<file path="src/exec_cfg_pkg.sv">
// Execute stage size constants

package exec_cfg_pkg;

  // Data path width of the core
  localparam int XLEN = 32;

  // Sixteen general registers
  localparam int REG_IDX_W = 4;

  // Short field of the instruction word, shared by branches and inc/dec
  localparam int SHORT_FIELD_W = 10;

  // Sub-word widths used by the extension instructions
  localparam int BYTE_W = 8;
  localparam int HALF_W = 16;

endpackage

</file>
<file path="src/exec_isa_pkg.sv">
// Execute stage instruction set encodings

package exec_isa_pkg;

  import exec_cfg_pkg::*;

  localparam int OP_W = 7;

  // Form 1 register instructions
  localparam logic [OP_W-1:0] OP_NOP    = 7'h00;
  localparam logic [OP_W-1:0] OP_LDI_L  = 7'h01;
  localparam logic [OP_W-1:0] OP_MOV    = 7'h02;
  localparam logic [OP_W-1:0] OP_ADD_L  = 7'h05;
  localparam logic [OP_W-1:0] OP_CMP    = 7'h0e;
  localparam logic [OP_W-1:0] OP_SEX_B  = 7'h10;
  localparam logic [OP_W-1:0] OP_SEX_S  = 7'h11;
  localparam logic [OP_W-1:0] OP_ZEX_B  = 7'h12;
  localparam logic [OP_W-1:0] OP_ZEX_S  = 7'h13;
  localparam logic [OP_W-1:0] OP_JMPA   = 7'h1a;
  localparam logic [OP_W-1:0] OP_JMP    = 7'h25;
  localparam logic [OP_W-1:0] OP_AND    = 7'h26;
  localparam logic [OP_W-1:0] OP_LSHR   = 7'h27;
  localparam logic [OP_W-1:0] OP_ASHL   = 7'h28;
  localparam logic [OP_W-1:0] OP_SUB_L  = 7'h29;
  localparam logic [OP_W-1:0] OP_NEG    = 7'h2a;
  localparam logic [OP_W-1:0] OP_OR     = 7'h2b;
  localparam logic [OP_W-1:0] OP_NOT    = 7'h2c;
  localparam logic [OP_W-1:0] OP_ASHR   = 7'h2d;
  localparam logic [OP_W-1:0] OP_XOR    = 7'h2e;
  localparam logic [OP_W-1:0] OP_MUL_L  = 7'h2f;

  // Form 2, immediate increment and decrement
  localparam logic [OP_W-1:0] OP_INC    = 7'h40;
  localparam logic [OP_W-1:0] OP_DEC    = 7'h41;

  // Form 3 conditional branches, in the order of the branch field
  localparam logic [OP_W-1:0] OP_BEQ    = 7'h60;
  localparam logic [OP_W-1:0] OP_BNE    = 7'h61;
  localparam logic [OP_W-1:0] OP_BLT    = 7'h62;
  localparam logic [OP_W-1:0] OP_BGT    = 7'h63;
  localparam logic [OP_W-1:0] OP_BLTU   = 7'h64;
  localparam logic [OP_W-1:0] OP_BGTU   = 7'h65;
  localparam logic [OP_W-1:0] OP_BGE    = 7'h66;
  localparam logic [OP_W-1:0] OP_BLE    = 7'h67;
  localparam logic [OP_W-1:0] OP_BGEU   = 7'h68;
  localparam logic [OP_W-1:0] OP_BLEU   = 7'h69;

  // Compare flag register layout
  localparam int CC_W   = 5;
  localparam int CC_EQ  = 0;
  localparam int CC_LT  = 1;
  localparam int CC_GT  = 2;
  localparam int CC_LTU = 3;
  localparam int CC_GTU = 4;

  // The short field is a signed half-word displacement for branches
  // and an 8-bit increment for inc/dec
  typedef union packed {
    logic signed [SHORT_FIELD_W-1:0] br_disp;
    struct packed {
      logic [SHORT_FIELD_W-BYTE_W-1:0] unused;
      logic [BYTE_W-1:0]               value;
    } inc;
  } short_field_u;

endpackage

</file>
<file path="src/exec_alu.sv">
// Execute stage arithmetic block

`timescale 1ns/1ps

module exec_alu
  import exec_cfg_pkg::*, exec_isa_pkg::*;
(
  input  logic                 clk_i,
  input  logic                 rst_i,
  input  logic                 valid_i,
  input  logic [OP_W-1:0]      op_i,
  input  logic [XLEN-1:0]      reg_a_i,
  input  logic [XLEN-1:0]      reg_b_i,
  input  logic [XLEN-1:0]      operand_i,
  input  short_field_u         short_field_i,
  input  logic [REG_IDX_W-1:0] wr_idx_i,
  output logic [XLEN-1:0]      res_data_o,
  output logic [REG_IDX_W-1:0] res_idx_o,
  output logic                 res_wr_o
);

  logic [XLEN-1:0] alu_result;
  logic            alu_writes;
  logic [XLEN-1:0] inc_ext;

  // Increment value is always zero-extended
  assign inc_ext = {{(XLEN-BYTE_W){1'b0}}, short_field_i.inc.value};

  always_comb
  begin
    alu_result = '0;
    alu_writes = 1'b1;
    case (op_i)
      OP_ADD_L: alu_result = reg_a_i + reg_b_i;
      OP_SUB_L: alu_result = reg_a_i - reg_b_i;
      OP_AND:   alu_result = reg_a_i & reg_b_i;
      OP_OR:    alu_result = reg_a_i | reg_b_i;
      OP_XOR:   alu_result = reg_a_i ^ reg_b_i;
      OP_MUL_L: alu_result = reg_a_i * reg_b_i;
      // Shift amount is the full B register
      OP_ASHL:  alu_result = reg_a_i << reg_b_i;
      OP_LSHR:  alu_result = reg_a_i >> reg_b_i;
      OP_ASHR:  alu_result = $signed(reg_a_i) >>> reg_b_i;
      OP_NEG:   alu_result = -reg_b_i;
      OP_NOT:   alu_result = ~reg_b_i;
      OP_MOV:   alu_result = reg_b_i;
      OP_SEX_B: alu_result = {{(XLEN-BYTE_W){reg_b_i[BYTE_W-1]}}, reg_b_i[BYTE_W-1:0]};
      OP_SEX_S: alu_result = {{(XLEN-HALF_W){reg_b_i[HALF_W-1]}}, reg_b_i[HALF_W-1:0]};
      OP_ZEX_B: alu_result = {{(XLEN-BYTE_W){1'b0}}, reg_b_i[BYTE_W-1:0]};
      OP_ZEX_S: alu_result = {{(XLEN-HALF_W){1'b0}}, reg_b_i[HALF_W-1:0]};
      OP_LDI_L: alu_result = operand_i;
      OP_INC:   alu_result = reg_a_i + inc_ext;
      OP_DEC:   alu_result = reg_a_i - inc_ext;
      OP_NOP:
      begin
        alu_writes = 1'b0;
      end
      // cmp, branches, jumps and unknown opcodes leave the registers alone
      default:
      begin
        alu_writes = 1'b0;
      end
    endcase
  end

  always_ff @(posedge clk_i or posedge rst_i)
  begin
    if (rst_i)
    begin
      res_wr_o <= 1'b0;
    end
    else
    begin
      res_wr_o <= valid_i & alu_writes;
    end
  end

  // Result payload
  always_ff @(posedge clk_i)
  begin
    res_data_o <= alu_result;
    res_idx_o  <= wr_idx_i;
  end

endmodule

</file>
<file path="src/exec_branch_unit.sv">
// Execute stage branch and retire control

`timescale 1ns/1ps

module exec_branch_unit
  import exec_cfg_pkg::*, exec_isa_pkg::*;
(
  input  logic            clk_i,
  input  logic            rst_i,
  input  logic            valid_i,
  input  logic            flush_i,
  input  logic [OP_W-1:0] op_i,
  input  logic [XLEN-1:0] reg_a_i,
  input  logic [XLEN-1:0] reg_b_i,
  input  logic [XLEN-1:0] operand_i,
  input  logic [XLEN-1:0] pc_i,
  input  short_field_u    short_field_i,
  output logic            accept_o,
  output logic            taken_o,
  output logic [XLEN-1:0] target_o
);

  logic [CC_W-1:0] flags_q;
  logic [CC_W-1:0] cmp_flags;
  logic [XLEN-1:0] a_sub_b;
  logic [XLEN-1:0] b_sub_a;
  logic            sign_diff;
  logic            accept_now;
  logic            cond_hold;
  logic [XLEN-1:0] disp_ext;
  logic [XLEN-1:0] pcrel_target;
  logic [XLEN-1:0] target_d;

  assign a_sub_b   = reg_a_i - reg_b_i;
  assign b_sub_a   = reg_b_i - reg_a_i;
  assign sign_diff = reg_a_i[XLEN-1] ^ reg_b_i[XLEN-1];

  // When signs differ the negative operand is the smaller one
  assign cmp_flags[CC_EQ]  = (reg_a_i == reg_b_i);
  assign cmp_flags[CC_LT]  = sign_diff ? reg_a_i[XLEN-1] : a_sub_b[XLEN-1];
  assign cmp_flags[CC_GT]  = sign_diff ? reg_b_i[XLEN-1] : b_sub_a[XLEN-1];
  assign cmp_flags[CC_LTU] = (reg_a_i < reg_b_i);
  assign cmp_flags[CC_GTU] = (reg_a_i > reg_b_i);

  // taken_o also acts as the shadow of a branch retired on the last edge
  assign accept_now = valid_i & ~flush_i & ~taken_o;

  always_comb
  begin
    case (op_i)
      OP_BEQ:  cond_hold = flags_q[CC_EQ];
      OP_BNE:  cond_hold = ~flags_q[CC_EQ];
      OP_BLT:  cond_hold = flags_q[CC_LT];
      OP_BGT:  cond_hold = flags_q[CC_GT];
      OP_BLTU: cond_hold = flags_q[CC_LTU];
      OP_BGTU: cond_hold = flags_q[CC_GTU];
      OP_BLE:  cond_hold = flags_q[CC_EQ] | flags_q[CC_LT];
      OP_BGE:  cond_hold = flags_q[CC_EQ] | flags_q[CC_GT];
      OP_BLEU: cond_hold = flags_q[CC_EQ] | flags_q[CC_LTU];
      OP_BGEU: cond_hold = flags_q[CC_EQ] | flags_q[CC_GTU];
      OP_JMP,
      OP_JMPA: cond_hold = 1'b1;
      default: cond_hold = 1'b0;
    endcase
  end

  // Half-word displacement relative to the next instruction
  assign disp_ext     = XLEN'(short_field_i.br_disp);
  assign pcrel_target = pc_i + XLEN'(2) + {disp_ext[XLEN-2:0], 1'b0};

  always_comb
  begin
    case (op_i)
      OP_JMP:  target_d = reg_a_i;
      OP_JMPA: target_d = operand_i;
      default: target_d = pcrel_target;
    endcase
  end

  always_ff @(posedge clk_i or posedge rst_i)
  begin
    if (rst_i)
    begin
      accept_o <= 1'b0;
      taken_o  <= 1'b0;
      flags_q  <= '0;
    end
    else
    begin
      accept_o <= accept_now;
      taken_o  <= accept_now & cond_hold;
      if (accept_now && (op_i == OP_CMP))
      begin
        flags_q <= cmp_flags;
      end
    end
  end

  always_ff @(posedge clk_i)
  begin
    target_o <= target_d;
  end

endmodule

</file>
<file path="src/exec_stage.sv">
// Execute stage top level

`timescale 1ns/1ps

module exec_stage
  import exec_cfg_pkg::*, exec_isa_pkg::*;
(
  input  logic                 clk_i,
  input  logic                 rst_i,
  input  logic                 valid_i,
  input  logic                 flush_i,
  input  logic [OP_W-1:0]      op_i,
  input  logic [XLEN-1:0]      reg_a_i,
  input  logic [XLEN-1:0]      reg_b_i,
  input  logic [XLEN-1:0]      operand_i,
  input  short_field_u         short_field_i,
  input  logic [XLEN-1:0]      pc_i,
  input  logic [REG_IDX_W-1:0] wr_idx_i,
  output logic                 wb_en_o,
  output logic [REG_IDX_W-1:0] wb_idx_o,
  output logic [XLEN-1:0]      wb_data_o,
  output logic                 branch_o,
  output logic [XLEN-1:0]      branch_target_o
);

  logic [XLEN-1:0]      res_data;
  logic [REG_IDX_W-1:0] res_idx;
  logic                 res_wr;
  logic                 accept;
  logic                 taken;
  logic [XLEN-1:0]      target;

  // Register results, independent of retire control
  exec_alu i_alu (
    .clk_i         (clk_i),
    .rst_i         (rst_i),
    .valid_i       (valid_i),
    .op_i          (op_i),
    .reg_a_i       (reg_a_i),
    .reg_b_i       (reg_b_i),
    .operand_i     (operand_i),
    .short_field_i (short_field_i),
    .wr_idx_i      (wr_idx_i),
    .res_data_o    (res_data),
    .res_idx_o     (res_idx),
    .res_wr_o      (res_wr)
  );

  exec_branch_unit i_branch_unit (
    .clk_i         (clk_i),
    .rst_i         (rst_i),
    .valid_i       (valid_i),
    .flush_i       (flush_i),
    .op_i          (op_i),
    .reg_a_i       (reg_a_i),
    .reg_b_i       (reg_b_i),
    .operand_i     (operand_i),
    .pc_i          (pc_i),
    .short_field_i (short_field_i),
    .accept_o      (accept),
    .taken_o       (taken),
    .target_o      (target)
  );

  exec_writeback_merge i_writeback_merge (
    .clk_i           (clk_i),
    .rst_i           (rst_i),
    .res_data_i      (res_data),
    .res_idx_i       (res_idx),
    .res_wr_i        (res_wr),
    .accept_i        (accept),
    .taken_i         (taken),
    .target_i        (target),
    .wb_en_o         (wb_en_o),
    .wb_idx_o        (wb_idx_o),
    .wb_data_o       (wb_data_o),
    .branch_o        (branch_o),
    .branch_target_o (branch_target_o)
  );

endmodule

</file>
<file path="src/exec_writeback_merge.sv">
// Write-back and branch output stage

`timescale 1ns/1ps

module exec_writeback_merge
  import exec_cfg_pkg::*;
(
  input  logic                 clk_i,
  input  logic                 rst_i,
  input  logic [XLEN-1:0]      res_data_i,
  input  logic [REG_IDX_W-1:0] res_idx_i,
  input  logic                 res_wr_i,
  input  logic                 accept_i,
  input  logic                 taken_i,
  input  logic [XLEN-1:0]      target_i,
  output logic                 wb_en_o,
  output logic [REG_IDX_W-1:0] wb_idx_o,
  output logic [XLEN-1:0]      wb_data_o,
  output logic                 branch_o,
  output logic [XLEN-1:0]      branch_target_o
);

  // A squashed instruction keeps its ALU request but never writes
  always_ff @(posedge clk_i or posedge rst_i)
  begin
    if (rst_i)
    begin
      wb_en_o  <= 1'b0;
      branch_o <= 1'b0;
    end
    else
    begin
      wb_en_o  <= res_wr_i & accept_i;
      branch_o <= taken_i;
    end
  end

  always_ff @(posedge clk_i)
  begin
    wb_idx_o        <= res_idx_i;
    wb_data_o       <= res_data_i;
    branch_target_o <= target_i;
  end

endmodule

</file>
<file path="config.mk">
export PLATFORM = sky130hd
export DESIGN_NAME = exec_stage
export DESIGN_NICKNAME = d
export VERILOG_FILES = /design/src/exec_cfg_pkg.sv /design/src/exec_isa_pkg.sv /design/src/exec_alu.sv /design/src/exec_branch_unit.sv /design/src/exec_stage.sv /design/src/exec_writeback_merge.sv
export SDC_FILE = /design/constraint.sdc
export NUM_CORES = 2
export LEC_CHECK = 0
export ABC_CLOCK_PERIOD_IN_PS = 1800
export BUFFER_PORTS_ARGS = -buffer_cell sky130_fd_sc_hd__buf_2
export CAP_MARGIN = 20
export CORE_MARGIN = 3
export CORE_UTILIZATION = 50
export CTS_BUF_LIST = sky130_fd_sc_hd__clkbuf_2 sky130_fd_sc_hd__clkbuf_4 sky130_fd_sc_hd__clkbuf_8
export CTS_CLUSTER_DIAMETER = 60
export CTS_CLUSTER_SIZE = 30
export DETAILED_ROUTE_END_ITERATION = 7
export PLACE_DENSITY = 0.71
export REMOVE_ABC_BUFFERS = 1
export SYNTH_ARGS = -nofsm -noshare
export SYNTH_HDL_FRONTEND = slang
export SYNTH_SLANG_ARGS = --single-unit
export TNS_END_PERCENT = 1
</file>
<file path="constraint.sdc">
create_clock -name clk_i -period 1.8 [get_ports clk_i]
set_clock_uncertainty 0.2 [all_clocks]
set_input_delay 0.36 -clock clk_i [delete_from_list [all_inputs] [get_ports clk_i]]
set_output_delay 0.36 -clock clk_i [all_outputs]
set_load 0.05 [all_outputs]
</file>
==> flow_summary.yaml <==
outcome:
  outcome: "complete, but fails checks"
  violations: "negative setup slack"
pwr:
  combPwrFrac_pct: 92.8
  power_mw: 96.9
  leakagePower_nw: 21.9
  clkPwrFrac_pct: 3.1
  switching_power_mw: 50.2
  swShare_pct: 51.8
  seq_power_share_pct: 4.2
  p_per_area_nw_per_um2: 2180
  ir_drop_mv: 6.00
  intPower_mw: 46.7
die:
  start_util_pct: 50.9
  boundaryPins: 223
  die_h_um: 260
  core_area_um2: 63500
  die_w_um: 260
  dieArea_um2: 67700
  row_count: 92
synthesis:
  yosys.area.top_type: "fa_1"
  yosysSeqAreaShare_pct: 9.20
  avgSynthCellArea_um2: 7.93
  ys_seq_elements: 146
  synth_top_area_share_pct: 25.6
  synthArstFlopShare_pct: 6.85
  synthTopCellsByArea: "fa_1, ha_1, dfxtp_1"
  synthCells: 4079
  synth_warnings: 0
  ys_types: 87
  netlist_area_um2: 32300
  yosys_most_used_dff: "dfxtp_1"
  synth_edf_count: 0
place:
  gp_congestion: 1.13
  io_buffers: 222
  placed_cells: 6062
  dpl_worst_slack_ns: -6.13
  hpwl_um: 145000
critical_path:
  worstPathArrival_ns: 7.50
  cp.required_ns: 2.10
  start_kind: "input pin"
  crit_type: "input pin to flop"
  worstSetupEndpointType: "flop"
  crit_path_max_incr_delay_ns: 0.59
  critPathSlowestCell: "fa_1"
  crit_path_max_fanout: 5
  crit_path_frequent_cell: "fa_1"
clocking:
  clkSlewWorstSetupHoldPaths_ns: 0.11
  tritoncts.num_buffers: 17
  h-tree-depth: 4
  clockRootBuffer: "clkbuf_8"
  cts_sinks: 146
  clock_path_buffers: 2
  cts_tree: "built"
  clock_latency_ns: 0.57
global_routing:
  grt_max_degree: 89
  grt_pass1_vias: 37800
  antenna_found_initial: 17
  grt.total_usage_pct: 52.0
  grt_first_pass_wirelength_um: 253000
  grt_overflow: 0
sta:
  tightest_slew_ns: 1.13
  rsz0062_at_grt: "yes"
  fin_tns_setup_ns: -162.98
  max-slew-margin-rel_pct: 24.8
  period_minus_slack_ns: 7.20
  fin_ws_ns: -5.40
  finalCritPeriodShare_pct: 400
  drv_slew: 0
  hold_viol: 0
  max_freq_mhz: 139
  setup_violations: 64
final_layout:
  utilization_pct: 69.9
  num-nets-final: 6182
  drive_gt1_share_pct: 30.8
  final_cell_count_no_fill: 6145
  area_delta_synth_final_pct: 37.3
run:
  max_cap_violations: 0
detailed_routing:
  first_iter_violations: 5035
  wl_per_cell_um: 28.8
  first_pass_iters: 7
  vias_per_cell: 6.25
  drtAntennaViolNets: 0
  drt-total-wl_um: 177000
  vias: 38400
  post-route-drc-count: 0
hold_path:
  hold_path_class: "input pin to flop"
critical path, delay by kind of cell:
family	cells	cell delay [ns]
AOI/OAI and AO/OA	6	0.91
adders and majority gates	9	4.53
buffers and inverters	9	1.28
and+or+nand+nor	3	0.39
cell usage after synthesis (41+ instances only):
cell type and instances:
nor2_1 580, inv_1 473, fa_1 413, nand2_1 398, ha_1 343, a21oi_1 247, o21ai_0 215, clkbuf_1 181
dfxtp_1 136, xnor2_1 135, nor3_1 68, nand3_1 59, a22oi_1 53, mux2i_1 51, xor2_1 49, a221oi_1 44
a21o_1 41
layout by cell type (no fill, tap or decap), types with 19 or more instances in the layout:
cell,Yosys,layout
buf_4,0,1132
nor2_1,580,554
inv_1,473,463
fa_1,413,409
nand2_1,398,396
ha_1,343,326
a21oi_1,247,226
buf_2,21,200
o21ai_0,215,196
dfxtp_1,136,135
xnor2_1,135,126
nor3_1,68,67
nand3_1,59,59
mux2i_1,51,50
a22oi_1,53,48
xor2_1,49,48
a21o_1,41,41
a221oi_1,44,37
nand2b_1,35,34
o211ai_1,30,30
buf_12,0,30
dlygate4sd3_1,0,27
o21bai_1,25,24
nor2_2,0,24
a31oi_1,26,24
mux4_2,23,23
nand4_1,22,22
a21oi_2,2,21
o21a_1,22,21
o22ai_1,19,19
power groups by stage:
| stage | Combinational, mW | Sequential [mW] | Clock, mW |
|---|---|---|---|
| after global routing | 93.5 | 4.07 | 3.10 |
| after global placement | 77.1 | 4.07 | 0 |
| after floorplan | 44.3 | 5.11 | 0 |
| after detailed placement | 78.2 | 4.09 | 0 |
| final | 89.9 | 4.04 | 2.98 |
| after CTS | 85.9 | 4.03 | 3.03 |
final timing paths:
| check | cells after the start | slack (ns) | endpoint | start |
|---|---|---|---|---|
| worst min register to register | 0 | 0.13 | i_writeback_merge.branch_target_o[6] | i_branch_unit.target_o[6] |
| worst max-delay path | 27 | -5.40 | i_alu.res_data_o[31] | reg_a_i[15] |
| max in group asynchronous | 3 | 0.98 | i_branch_unit.taken_o | rst_i |
| worst min-delay path | 4 | 0.02 | i_branch_unit.target_o[4] | operand_i[4] |
| worst max register to register | 6 | 0.05 | i_branch_unit.flags_q[4] | i_branch_unit.taken_o |
| min in group asynchronous | 3 | 0.10 | i_branch_unit.flags_q[4] | rst_i |
state kept, by name, indices dropped and copies added, names as in the netlist:
signal,cells
i_alu.res_data_o,32
i_branch_unit.target_o,32
i_writeback_merge.branch_target_o,32
i_writeback_merge.wb_data_o,32
i_branch_unit.flags_q,5
i_alu.res_idx_o,4
i_writeback_merge.wb_idx_o,4
i_alu.res_wr_o,1
i_branch_unit.accept_o,1
i_branch_unit.taken_o,1
i_writeback_merge.branch_o,1
i_writeback_merge.wb_en_o,1
per-layer routing:
| metal | global-route usage (%) | vias to the layer above | wire (um) | share of wire [%] |
|---|---|---|---|---|
| met2 | 72.5 | 3145 | 70500 | 40 |
| met1 | 65.1 | 18300 | 63900 | 36 |
| met5 | 0 | - | 54 | 0.030 |
| met3 | 21.0 | 852 | 26400 | 15 |
| met4 | 37.0 | 8 | 16300 | 9.2 |
| li1 | - | 16100 | - | - |
what timing repair did:
item / CTS / global route
buffers inserted: 9 / 1
pin swaps: 45 / 14
hold buffers: 27 / 0
gates resized for setup: 169 / 72
endpoints found under the hold margin: 34 / 0
setup endpoints to repair: 76 / 73
stage by stage:
stage | area (um^2) | hold WS, ns
5_1_grt | 44400 | 0.00960
3_3_place_gp | 42600 | 0.110
4_1_cts | 44000 | 0.00526
2_1_floorplan | 31400 | 0.000178
3_5_place_dp | 42600 | 0.112
6_report | 44400 | 0.0159
cell families after synthesis:
group,count (synthesis),share of synthesized area (%)
adders and majority gates,756,38.8
DFF,146,9.20
xor gates and xnor gates,184,4.98
buffers and inverters,735,8.61
muxes,88,3.67
and+or+nand+nor,1266,16.6
AOI/OAI and AO/OA,904,18.1
area by class of cell:
class | count | area (um^2)
diodes | 13 | 32.5
repair buffers | 1414 | 10700
inverters | 496 | 1900
well taps | 846 | 1060
multi-input cells | 3198 | 27400
flip-flops and latches | 146 | 2970
clock buffers | 17 | 234
clock inverters | 15 | 175
fillers | 5194 | 19100
Power figures use the tool's default switching activity.
